<file path="src/common/cnn_settings.svh">
// frame geometry, arithmetic widths and fixed kernels of the CNN front end
// include wherever a `CNN_ value is needed; the types live in cnn_pkg
`ifndef CNN_SETTINGS_SVH
`define CNN_SETTINGS_SVH

// pixel stream
`define CNN_DATA_WIDTH      8
`define CNN_FRAME_COLS      6
`define CNN_FRAME_ROWS      5

// accumulator and relu
`define CNN_ACC_WIDTH       20
`define CNN_ACC_SHIFT       3
`define CNN_RELU_MAX        127

// kernels, row-major, top-left tap in the lowest byte
// left: vertical gradient (1 2 1 / 0 0 0 / -1 -2 -1)
`define CNN_KERNEL_LEFT     72'hFF_FE_FF_00_00_00_01_02_01
// right: smoothing (1 2 1 / 2 4 2 / 1 2 1)
`define CNN_KERNEL_RIGHT    72'h01_02_01_02_04_02_01_02_01

`endif

</file>
<file path="src/common/cnn_pkg.sv">
// shared types of the CNN front end
// import inside the module body, use cnn_pkg:: names in port lists
`include "cnn_settings.svh"

package cnn_pkg;

    // one signed pixel of a stream
    typedef logic signed [`CNN_DATA_WIDTH-1:0] pixel_t;

    // sum of the nine products
    typedef logic signed [`CNN_ACC_WIDTH-1:0] acc_t;

    // nine signed taps, tap 0 = top-left in the low byte
    typedef logic [9*`CNN_DATA_WIDTH-1:0] kernel_t;

    // nine window pixels, same order as the kernel taps
    typedef logic [9*`CNN_DATA_WIDTH-1:0] window_t;

    // raster position counters
    typedef logic [2:0] col_cnt_t;
    typedef logic [2:0] row_cnt_t;

    // concatenator: idle or emitting the held right value
    typedef enum logic {
        CONCAT_IDLE,
        CONCAT_RIGHT
    } concat_state_t;

endpackage

</file>
<file path="src/conv_layer/conv_layer.sv">
// one 3x3 convolution layer: window, multiply-accumulate, shift and relu clamp
// data_valid_o follows the completing input pixel by three cycles
`timescale 1ns/1ps
`include "cnn_settings.svh"

module conv_layer #(
    parameter cnn_pkg::kernel_t KERNEL = `CNN_KERNEL_LEFT
) (
    input  logic            clk_i,
    input  logic            rst_n_i,
    input  cnn_pkg::pixel_t data_i,
    input  logic            data_valid_i,
    input  logic            sop_i,
    input  logic            eop_i,
    input  logic            sof_i,
    input  logic            eof_i,
    output cnn_pkg::pixel_t data_o,
    output logic            data_valid_o,
    output logic            sop_o,
    output logic            eop_o,
    output logic            sof_o,
    output logic            eof_o
);
    import cnn_pkg::*;

    // stage 1, window builder
    window_t window;
    logic    win_valid;
    logic    win_sop, win_eop, win_sof, win_eof;
    // stage 2, products and sum
    acc_t    mac_sum;
    acc_t    acc_q;
    logic    acc_valid_q;
    logic    acc_sop_q, acc_eop_q, acc_sof_q, acc_eof_q;
    // stage 3, shift and clamp
    acc_t    acc_shifted;
    pixel_t  relu;

    window_3x3 i_window_3x3 (
        .clk_i        ( clk_i        ),
        .rst_n_i      ( rst_n_i      ),
        .data_i       ( data_i       ),
        .data_valid_i ( data_valid_i ),
        .sop_i        ( sop_i        ),
        .sof_i        ( sof_i        ),
        .eop_i        ( eop_i        ),
        .eof_i        ( eof_i        ),
        .window_o     ( window       ),
        .win_valid_o  ( win_valid    ),
        .sop_o        ( win_sop      ),
        .eop_o        ( win_eop      ),
        .sof_o        ( win_sof      ),
        .eof_o        ( win_eof      )
    );

    ////////////////////////////////////////////////////////////////////////////
    // multiply-accumulate, taps sign-extended before the product
    ////////////////////////////////////////////////////////////////////////////
    always_comb begin
        mac_sum = '0;
        for (int i = 0; i < 9; i++) begin
            mac_sum = mac_sum
                + acc_t'(pixel_t'(window[i*`CNN_DATA_WIDTH +: `CNN_DATA_WIDTH]))
                * acc_t'(pixel_t'(KERNEL[i*`CNN_DATA_WIDTH +: `CNN_DATA_WIDTH]));
        end
    end

    // arithmetic shift, then clamp into 0..RELU_MAX
    always_comb begin
        acc_shifted = acc_q >>> `CNN_ACC_SHIFT;
        if (acc_shifted < 0) begin
            relu = '0;
        end else if (acc_shifted > acc_t'(`CNN_RELU_MAX)) begin
            relu = pixel_t'(`CNN_RELU_MAX);
        end else begin
            relu = acc_shifted[`CNN_DATA_WIDTH-1:0];
        end
    end

    always_ff @(posedge clk_i) begin
        acc_q  <= mac_sum;
        data_o <= relu;
    end

    // valid and markers ride along with the data
    always_ff @(posedge clk_i or negedge rst_n_i) begin
        if (!rst_n_i) begin
            {acc_valid_q, acc_sop_q, acc_eop_q, acc_sof_q, acc_eof_q} <= '0;
            {data_valid_o, sop_o, eop_o, sof_o, eof_o}                <= '0;
        end else begin
            {acc_valid_q, acc_sop_q, acc_eop_q, acc_sof_q, acc_eof_q} <=
                {win_valid, win_sop, win_eop, win_sof, win_eof};
            {data_valid_o, sop_o, eop_o, sof_o, eof_o} <=
                {acc_valid_q, acc_sop_q, acc_eop_q, acc_sof_q, acc_eof_q};
        end
    end

endmodule

</file>
<file path="src/conv_layer/window_3x3.sv">
// builds a 3x3 window from a raster pixel stream, valid convolution only
// window_o and the markers are registered, one cycle after the completing pixel
`timescale 1ns/1ps
`include "cnn_settings.svh"

module window_3x3 (
    input  logic             clk_i,
    input  logic             rst_n_i,
    input  cnn_pkg::pixel_t  data_i,
    input  logic             data_valid_i,
    input  logic             sop_i,
    input  logic             sof_i,
    input  logic             eop_i,
    input  logic             eof_i,
    output cnn_pkg::window_t window_o,
    output logic             win_valid_o,
    output logic             sop_o,
    output logic             eop_o,
    output logic             sof_o,
    output logic             eof_o
);
    import cnn_pkg::*;

    // line_buf0 holds row r-1, line_buf1 holds row r-2
    pixel_t   line_buf0 [`CNN_FRAME_COLS];
    pixel_t   line_buf1 [`CNN_FRAME_COLS];
    // win_q[row][col], row 0 is the oldest row, col 0 the oldest column
    pixel_t   win_q [3][3];
    // next expected column, row of the last pixel
    col_cnt_t col_cnt_q;
    row_cnt_t row_cnt_q;
    col_cnt_t cur_col;
    row_cnt_t cur_row;
    logic     complete;

    ////////////////////////////////////////////////////////////////////////////
    // position of the incoming pixel
    ////////////////////////////////////////////////////////////////////////////
    assign cur_col  = sop_i ? '0 : col_cnt_q;
    // new row starts on sop, new frame on sof
    assign cur_row  = sof_i ? '0 : (sop_i ? row_cnt_t'(row_cnt_q + 1'b1) : row_cnt_q);
    assign complete = data_valid_i && (cur_row >= row_cnt_t'(2)) && (cur_col >= col_cnt_t'(2));

    always_ff @(posedge clk_i or negedge rst_n_i) begin
        if (!rst_n_i) begin
            col_cnt_q   <= '0;
            row_cnt_q   <= '0;
            win_valid_o <= 1'b0;
            sop_o       <= 1'b0;
            eop_o       <= 1'b0;
            sof_o       <= 1'b0;
            eof_o       <= 1'b0;
        end else begin
            if (data_valid_i) begin
                col_cnt_q <= col_cnt_t'(cur_col + 1'b1);
                row_cnt_q <= cur_row;
            end
            win_valid_o <= complete;
            // first window of a row sits at input column 2
            sop_o       <= complete && (cur_col == col_cnt_t'(2));
            sof_o       <= complete && (cur_col == col_cnt_t'(2)) && (cur_row == row_cnt_t'(2));
            eop_o       <= complete && eop_i;
            eof_o       <= complete && eof_i;
        end
    end

    ////////////////////////////////////////////////////////////////////////////
    // line buffers and shift window
    ////////////////////////////////////////////////////////////////////////////
    always_ff @(posedge clk_i) begin
        if (data_valid_i) begin
            line_buf0[cur_col] <= data_i;
            line_buf1[cur_col] <= line_buf0[cur_col];
            for (int r = 0; r < 3; r++) begin
                win_q[r][0] <= win_q[r][1];
                win_q[r][1] <= win_q[r][2];
            end
            // new column, top to bottom
            win_q[0][2] <= line_buf1[cur_col];
            win_q[1][2] <= line_buf0[cur_col];
            win_q[2][2] <= data_i;
        end
    end

    // pack row-major, top-left in the low byte
    always_comb begin
        for (int r = 0; r < 3; r++) begin
            for (int c = 0; c < 3; c++) begin
                window_o[(3*r+c)*`CNN_DATA_WIDTH +: `CNN_DATA_WIDTH] = win_q[r][c];
            end
        end
    end

endmodule

</file>
<file path="src/concat_channels.sv">
// interleaves two lockstep channels into one stream, left then right
// sop/sof go with the left value, eop/eof with the right one
`timescale 1ns/1ps

module concat_channels (
    input  logic            clk_i,
    input  logic            rst_n_i,
    input  cnn_pkg::pixel_t data_l_i,
    input  cnn_pkg::pixel_t data_r_i,
    input  logic            data_valid_i,
    input  logic            sop_i,
    input  logic            eop_i,
    input  logic            sof_i,
    input  logic            eof_i,
    output cnn_pkg::pixel_t data_o,
    output logic            data_valid_o,
    output logic            sop_o,
    output logic            eop_o,
    output logic            sof_o,
    output logic            eof_o
);
    import cnn_pkg::*;

    concat_state_t state_q;
    // right value and its end markers, emitted one cycle later
    pixel_t        data_r_q;
    logic          eop_q;
    logic          eof_q;

    ////////////////////////////////////////////////////////////////////////////
    // two-state sequencer
    ////////////////////////////////////////////////////////////////////////////
    always_ff @(posedge clk_i or negedge rst_n_i) begin
        if (!rst_n_i) begin
            state_q      <= CONCAT_IDLE;
            eop_q        <= 1'b0;
            eof_q        <= 1'b0;
            data_valid_o <= 1'b0;
            {sop_o, eop_o, sof_o, eof_o} <= '0;
        end else begin
            case (state_q)
                CONCAT_RIGHT: begin
                    state_q      <= CONCAT_IDLE;
                    data_valid_o <= 1'b1;
                    {sop_o, eop_o, sof_o, eof_o} <= {1'b0, eop_q, 1'b0, eof_q};
                end
                default: begin
                    // left goes out now, right is held
                    if (data_valid_i) begin
                        state_q <= CONCAT_RIGHT;
                        eop_q   <= eop_i;
                        eof_q   <= eof_i;
                    end
                    data_valid_o <= data_valid_i;
                    {sop_o, eop_o, sof_o, eof_o} <=
                        {sop_i & data_valid_i, 1'b0, sof_i & data_valid_i, 1'b0};
                end
            endcase
        end
    end

    always_ff @(posedge clk_i) begin
        if (state_q == CONCAT_IDLE && data_valid_i) begin
            data_r_q <= data_r_i;
        end
        data_o <= (state_q == CONCAT_RIGHT) ? data_r_q : data_l_i;
    end

endmodule

</file>
<file path="src/conv_nn.sv">
// two-branch convolutional front end: left and right layers, then concatenation
// left output 4 cycles after the completing pixel, right output 5 cycles after
`timescale 1ns/1ps
`include "cnn_settings.svh"

module conv_nn (
    input  logic            clk_i,
    input  logic            rst_n_i,
    input  cnn_pkg::pixel_t data_l_i,
    input  cnn_pkg::pixel_t data_r_i,
    input  logic            data_valid_i,
    input  logic            sop_i,
    input  logic            eop_i,
    input  logic            sof_i,
    input  logic            eof_i,
    output cnn_pkg::pixel_t data_o,
    output logic            data_valid_o,
    output logic            sop_o,
    output logic            eop_o,
    output logic            sof_o,
    output logic            eof_o
);
    import cnn_pkg::*;

    // left branch carries the shared valid and markers
    pixel_t data_l;
    logic   valid_l;
    logic   sop_l, eop_l, sof_l, eof_l;
    // right branch runs in lockstep, only its data is needed
    pixel_t data_r;

    ////////////////////////////////////////////////////////////////////////////
    // layers
    ////////////////////////////////////////////////////////////////////////////
    conv_layer #(.KERNEL(`CNN_KERNEL_LEFT)) i_conv_layer_l (
        .clk_i (clk_i), .rst_n_i (rst_n_i),
        .data_i (data_l_i), .data_valid_i (data_valid_i),
        .sop_i (sop_i), .eop_i (eop_i), .sof_i (sof_i), .eof_i (eof_i),
        .data_o (data_l), .data_valid_o (valid_l),
        .sop_o (sop_l), .eop_o (eop_l), .sof_o (sof_l), .eof_o (eof_l)
    );

    conv_layer #(.KERNEL(`CNN_KERNEL_RIGHT)) i_conv_layer_r (
        .clk_i (clk_i), .rst_n_i (rst_n_i),
        .data_i (data_r_i), .data_valid_i (data_valid_i),
        .sop_i (sop_i), .eop_i (eop_i), .sof_i (sof_i), .eof_i (eof_i),
        .data_o (data_r), .data_valid_o (),
        .sop_o (), .eop_o (), .sof_o (), .eof_o ()
    );

    // interleave into the output stream
    concat_channels i_concat_channels (
        .clk_i (clk_i), .rst_n_i (rst_n_i),
        .data_l_i (data_l), .data_r_i (data_r), .data_valid_i (valid_l),
        .sop_i (sop_l), .eop_i (eop_l), .sof_i (sof_l), .eof_i (eof_l),
        .data_o (data_o), .data_valid_o (data_valid_o),
        .sop_o (sop_o), .eop_o (eop_o), .sof_o (sof_o), .eof_o (eof_o)
    );

endmodule

</file>
<file path="config.mk">
export PLATFORM = sky130hd
export DESIGN_NAME = conv_nn
export DESIGN_NICKNAME = d
export VERILOG_FILES = /design/src/common/cnn_pkg.sv /design/src/conv_layer/conv_layer.sv /design/src/conv_layer/window_3x3.sv /design/src/concat_channels.sv /design/src/conv_nn.sv
export VERILOG_INCLUDE_DIRS = /design/src /design/src/common
export SDC_FILE = /design/constraint.sdc
export NUM_CORES = 1
export LEC_CHECK = 0
export BUFFER_PORTS_ARGS = -buffer_cell sky130_fd_sc_hd__buf_2
export CORE_ASPECT_RATIO = 0.6
export CORE_MARGIN = 2
export CORE_UTILIZATION = 25
export DETAILED_ROUTE_END_ITERATION = 12
export HOLD_SLACK_MARGIN = 0.1
export MAX_ROUTING_LAYER = met4
export RECOVER_POWER = 25
export REMOVE_ABC_BUFFERS = 1
export SLEW_MARGIN = 40
export SYNTH_ARGS = -nofsm -noshare
export SYNTH_HDL_FRONTEND = slang
export SYNTH_SLANG_ARGS = --single-unit
</file>
<file path="constraint.sdc">
create_clock -name clk_i -period 11.3 [get_ports clk_i]
set_input_delay 1.695 -clock clk_i [delete_from_list [all_inputs] [get_ports clk_i]]
set_output_delay 1.695 -clock clk_i [all_outputs]
set_load 0.02 [all_outputs]
</file>
# After elaboration in Yosys (flattened, before gate mapping)

Memories as Yosys holds them, arrays and structs flattened.
Index checks and enable logic that the tools add are counted.

Input port bits: 23
Output and inout port bits: 13
Memories kept: 6
RAM bits: 336
Word-level logic and storage cells: 96
Flip-flop bits (word level): 104

Memories:

| memory                                | depth | width | read ports | clocked after memory_dff | write ports | line             | text |
|---|---|---|---|---|---|---|---|
| i_conv_layer_l.i_window_3x3.win_q     | 3     | 24    | 3          | 0                        | 3           | window_3x3.sv:28 | `pixel_t win_q [3][3];` |
| i_conv_layer_r.i_window_3x3.win_q     | 3     | 24    | 3          | 0                        | 3           | window_3x3.sv:28 |  |
| i_conv_layer_l.i_window_3x3.line_buf0 | 6     | 8     | 1          | 0                        | 1           | window_3x3.sv:25 | `` pixel_t line_buf0 [`CNN_FRAME_COLS]; `` |
| i_conv_layer_l.i_window_3x3.line_buf1 | 6     | 8     | 1          | 0                        | 1           | window_3x3.sv:26 | `` pixel_t line_buf1 [`CNN_FRAME_COLS]; `` |
| i_conv_layer_r.i_window_3x3.line_buf0 | 6     | 8     | 1          | 0                        | 1           | window_3x3.sv:25 |  |
| i_conv_layer_r.i_window_3x3.line_buf1 | 6     | 8     | 1          | 0                        | 1           | window_3x3.sv:26 |  |

Reduce and logical (&&, ||, !) cells: 10
Order comparisons: 6
Multiplexer cells: 16
Equality and inequality tests: 2
Add/subtract/negate cells: 19
Bitwise gates (word level): 3

Operators with widths:

| cell                | count |
|---|---|
| $add 20x20->20      | 3 |
| $add 20x9->20       | 3 |
| $add 20x8->20       | 2 |
| $neg 8->20          | 2 |
| $gt 17x8->1 const B | 2 |
| $lt 17x1->1 const B | 2 |
| $add 10x8->11       | 2 |
| $add 20x10->20      | 1 |
| $add 8x9->10        | 2 |
| $neg 8->19          | 1 |
| $mux 7              | 2 |
| $mux 3              | 4 |
| $add 3x1->3 const B | 3 |
| $mux 1              | 9 |
| $mux 8              | 1 |
| $logic_and 1x1->1   | 7 |
| $eq 3x2->1 const B  | 2 |
| $ge 3x2->1 const B  | 2 |
| $reduce_or 2->1     | 2 |
| $and 1x1->1         | 2 |
| $reduce_and 2->1    | 1 |
| $not 1->1           | 1 |

# Logic depth before layout (Yosys ltp)

An unclocked memory read counts as a cell.

Depth in word-level cells: 9
Gate-level depth with buffers: 25
Mapped depth without buffers: 24

# Modules after synthesis

Synthesis repeated with hierarchy kept, for this count alone.

Cells, all modules: 1361
Area total of the unflattened synthesis: 20278.2 µm²

Modules (own cells, without submodules):

| module                                   | cells each | area each (µm²) | instances | seq. area each (µm²) |
|---|---|---|---|---|
| window_3x3 (i_conv_layer_r.i_window_3x3) | 351        | 6572.6          | 1         | 5320.1 |
| window_3x3 (i_conv_layer_l.i_window_3x3) | 342        | 6537.5          | 1         | 5320.1 |
| conv_layer (i_conv_layer_l)              | 359        | 3483.3          | 1         | 750.7 |
| conv_layer (i_conv_layer_r)              | 268        | 2879.0          | 1         | 690.7 |
| concat_channels                          | 41         | 805.8           | 1         | 600.6 |

# Least setup slack after synthesis

OpenSTA, ideal clock, no wires.

Kind: flip-flop to flip-flop
From: memory i_conv_layer_r.i_window_3x3.win_q[0][1] in the netlist's numbering
To: register i_conv_layer_r.acc_q[15]
Library setup time: 0.101 ns
Data required time: 11.199 ns
Setup slack: 5.699 ns
Path buffers: 0
Stages on the path, launching flop included: 23
Data arrival time: 5.500 ns
Period minus slack after synthesis: 5.601 ns
Cell sequence: edfxtp_1 fa_1 ha_1 inv_1 fa_1 nor2b_1 o21ai_0 a21boi_0 o21ai_0 a21oi_1 xor2_1 fa_1 inv_1 fa_1 fa_1 fa_1 inv_1 ha_1 or2_1 a21oi_2 a31oi_4 and4_4 o41ai_1

RTL lines:

| what                   | line             | text |
|---|---|---|
| start: declaration     | window_3x3.sv:28 |  |
| end signal: assignment | conv_layer.sv:81 | `acc_q <= mac_sum;` |
| end: declaration       | conv_layer.sv:32 | `acc_t acc_q;` |

==> flow_summary.json <==
{
  "number_of_antenna_violations_at_the_first_check_in_global_routing": 5,
  "violated_checks": "max-capacitance violations, max-slew violations",
  "io_pins": 36,
  "synth_top_cell_by_area": "sky130_fd_sc_hd__edfxtp_1",
  "post_cts_resize_count": 0,
  "syn_to_final_growth_pct": 14.44,
  "slew_headroom": -0.2656,
  "worst_endpoint_required_time_ps": 11710,
  "combinational_family_with_the_most_area_after_synthesis": "adder cells",
  "start_kind": "register",
  "dr_total_vias": 10100,
  "area_of_the_multi_input_gates_sq_mm": 0.006734,
  "grt_pass1_wl_mm": 58.81,
  "rsz0062_at_grt": "no",
  "reg2reg_setup_slack_ps": 5080,
  "post_drt_via_cell_ratio": 4.156,
  "h-tree-depth": 2,
  "final_cell_area_sq_mm": 0.02168,
  "placement.setup.worst_slack_ps": 5093,
  "routabilityCongestion": 0.7870,
  "endpoint_kind_of_the_worst_setup_timing_path": "register",
  "achievable_clock_frequency_mhz": 160.7,
  "status": "finished, violations left",
  "die_h_um": 217.2,
  "report.final.slew_viol_count": 33,
  "number_of_flops_mapped_to_enable_cells_by_yosys": 320,
  "io_buffers": 35,
  "postSynthRegisterBits": 410,
  "setup_slack_ps": 5078,
  "cts-hold-fix-buffers": 0,
  "cts_sinks": 410,
  "pin_count_of_the_biggest_net_entering_global_routing": 71,
  "worst_setup_path_startpoint": "i_conv_layer_r.i_window_3x3.win_q[0][1]",
  "post_cts.repair.setup_buffers": 0,
  "area.sequential_sq_mm": 0.01157,
  "netlist.area_leader.share": 0.5073,
  "finalWirelength_mm": 37.26,
  "layout.core_utilization": 0.2881,
  "synthCells": 1341,
  "max_cap_viol_count": 1,
  "reg2reg_to": "i_conv_layer_r.acc_q[19]",
  "syn-cell-area_sq_mm": 0.01894,
  "post-dp-hpwl_mm": 26.04,
  "synth-xor-area-share": 0.02034,
  "dieArea_sq_mm": 0.07806,
  "detailedRoute.firstPassIterationCount": 5,
  "mean_post_synth_cell_area_sq_um": 14.13,
  "post_synth_most_frequent_cells": "sky130_fd_sc_hd__edfxtp_1 (320), sky130_fd_sc_hd__inv_1 (152), sky130_fd_sc_hd__fa_1 (105)",
  "yosys-mux-area-fraction": 0.04095,
  "number_of_clock_buffers_inserted_by_tritoncts": 38,
  "final-hold-violation-count": 0,
  "post_dp_cell_area_sq_mm": 0.02044,
  "seq_area_frac_synth": 0.6108,
  "critPathArrivalTime_ps": 6630,
  "hp-class": "reg2reg",
  "routed_wire_length_per_instance_um": 15.34,
  "synth_area_in_compound_gates": 0.07517,
  "timing.final.setup_violations": 0,
  "yosysUniqueCellTypes": 83,
  "post_synth_fa_ha_maj_area_fraction": 0.1513,
  "floorplan.initialDensity": 0.2518,
  "final.setup.tns_ps": 0,
  "num-nets-final": 1585,
  "post-route-period-util": 0.5506,
  "dieWidth_um": 359.4,
  "placeable_core_region_sq_mm": 0.07524,
  "postSynth.topFlopCell": "sky130_fd_sc_hd__edfxtp_1",
  "synth_async_sr_flop_share": 0.07805,
  "synthMostInstantiatedCell": "sky130_fd_sc_hd__edfxtp_1",
  "tritoncts": "yes",
  "worstSetupPathType": "reg2reg",
  "cts_max_path_buffers": 3,
  "reg2regPathDepth": 22,
  "cts_root_buf": "sky130_fd_sc_hd__clkbuf_16",
  "first_global_vias": 10300,
  "grt-ovfl-total": 0,
  "drc": 0,
  "synthesis.yosys.warnings": 0,
  "endpoint": "i_conv_layer_r.acc_q[19]",
  "insertion_delay_ps": 560,
  "area_share_of_and_or_nand_nor_cells_after_synthesis": 0.06096,
  "fin_worst_skew_ps": 27.79,
  "synth.top_cells.by_area": "sky130_fd_sc_hd__edfxtp_1 (51%), sky130_fd_sc_hd__fa_1 (11%), sky130_fd_sc_hd__dfxtp_1 (6.1%)",
  "layout.filler_cells": 7496,
  "number_of_placement_rows": 78,
  "drt_iter0_markers": 705,
  "drive_gt1_frac": 0.1129,
  "crit_path_max_fanout": 4,
  "grt_use_total": 0.09865,
  "worst_r2r_startpoint": "i_conv_layer_r.i_window_3x3.win_q[0][1]",
  "final_period_minus_worst_setup_slack_ps": 6222,
  "ant_nets": 0,
  "cts.reportedPaths.clkPinSlew_ps": 70,
  "worst_slew_pin_slew_ps": 1898
}
-- stage by stage --
stage          hold WS [ps]  std cells
4_1_cts               350.6       2425
3_3_place_gp          332.2       2348
2_1_floorplan         331.2       1309
3_5_place_dp          336.2       2355
6_report              349.7       2429
5_1_grt               356.9       2429
-- state kept, by name, summed over array words and instances (netlist names), 17 cells and up --
register / cells
i_conv_layer_l.i_window_3x3.line_buf1: 48
i_conv_layer_l.i_window_3x3.win_q: 48
i_conv_layer_r.i_window_3x3.line_buf0: 48
i_conv_layer_l.acc_q: 17
i_conv_layer_l.i_window_3x3.line_buf0: 48
i_conv_layer_r.i_window_3x3.line_buf1: 48
i_conv_layer_r.acc_q: 17
i_conv_layer_r.i_window_3x3.win_q: 72
-- cell type report --
class | count | area share
antenna | 3 | 0.0003463
clock buffer | 46 | 0.04669
clock inverter | 24 | 0.01016
inverter | 155 | 0.02695
multi-input combinational | 744 | 0.3106
sequential | 410 | 0.5337
tap | 1000 | 0.05771
timing repair buffer | 47 | 0.01379
-- routing by layer --
metal	vias up	share of wire	routed length, um	GRT usage
li1	4843	-	-	-
met1	5050	0.54	20180	0.1506
met2	165	0.39	14540	0.1308
met3	38	0.057	2122	0.02472
met4	0	0.011	414	0.01646
met5	-	0	0	-
-- critical path, cell delays in order, from the launching register on --
cell,delay [ps]
sky130_fd_sc_hd__edfxtp_1,420
sky130_fd_sc_hd__fa_1,550
sky130_fd_sc_hd__ha_1,160
sky130_fd_sc_hd__inv_1,50
sky130_fd_sc_hd__fa_1,400
sky130_fd_sc_hd__nor2b_1,110
sky130_fd_sc_hd__o21ai_0,110
sky130_fd_sc_hd__a21boi_0,290
sky130_fd_sc_hd__o21ai_0,170
sky130_fd_sc_hd__a21oi_1,180
sky130_fd_sc_hd__xor2_1,220
sky130_fd_sc_hd__fa_1,450
sky130_fd_sc_hd__inv_1,80
sky130_fd_sc_hd__fa_1,440
sky130_fd_sc_hd__fa_1,490
sky130_fd_sc_hd__fa_1,510
sky130_fd_sc_hd__inv_1,40
sky130_fd_sc_hd__ha_1,310
sky130_fd_sc_hd__or2_1,270
sky130_fd_sc_hd__a21oi_2,190
sky130_fd_sc_hd__a31oi_4,60
sky130_fd_sc_hd__and4_4,220
sky130_fd_sc_hd__o41ai_1,330
-- kinds of logic (layout without fill, tap and decap cells) --
group	count (synthesis)	after routing
other	1	5
muxes	76	76
adders and majority gates	166	166
and+or+nand+nor	238	238
buffers and inverters	188	272
xor gates and xnor gates	44	44
DFF	410	410
AOI/OAI and AO/OA	218	218
-- how the worst min path moves through the flow --
stage	from	endpoint	slack [ps]	cells after the start
global route	i_conv_layer_l.i_window_3x3.win_valid_o	i_conv_layer_l.acc_valid_q	360	0
CTS	i_conv_layer_l.i_window_3x3.win_valid_o	i_conv_layer_l.acc_valid_q	350	0
finish	i_conv_layer_l.acc_eop_q	i_conv_layer_l.eop_o	350	0
detailed placement	i_conv_layer_l.acc_eop_q	i_conv_layer_l.eop_o	340	0
floorplan	i_conv_layer_l.i_window_3x3.eof_o	i_conv_layer_l.acc_eof_q	330	0
global placement	i_conv_layer_l.i_window_3x3.eop_o	i_conv_layer_l.acc_eop_q	330	0
-- placed cells by master (no fill, tap or decap), types with 39 or more instances in the layout --
| master | Yosys | final |
|---|---|---|
| sky130_fd_sc_hd__ha_1 | 61 | 61 |
| sky130_fd_sc_hd__nand2_1 | 87 | 86 |
| sky130_fd_sc_hd__inv_1 | 152 | 152 |
| sky130_fd_sc_hd__mux2i_1 | 64 | 64 |
| sky130_fd_sc_hd__edfxtp_1 | 320 | 320 |
| sky130_fd_sc_hd__fa_1 | 105 | 105 |
| sky130_fd_sc_hd__dfxtp_1 | 58 | 58 |
| sky130_fd_sc_hd__o21ai_0 | 42 | 41 |
| sky130_fd_sc_hd__clkbuf_16 | 0 | 39 |
| sky130_fd_sc_hd__a21oi_1 | 76 | 76 |
| sky130_fd_sc_hd__nor2_1 | 55 | 47 |
Power is left out: the tool's default activity adds up to more than one toggle a clock period on the data nets, which glitch-free logic cannot reach.
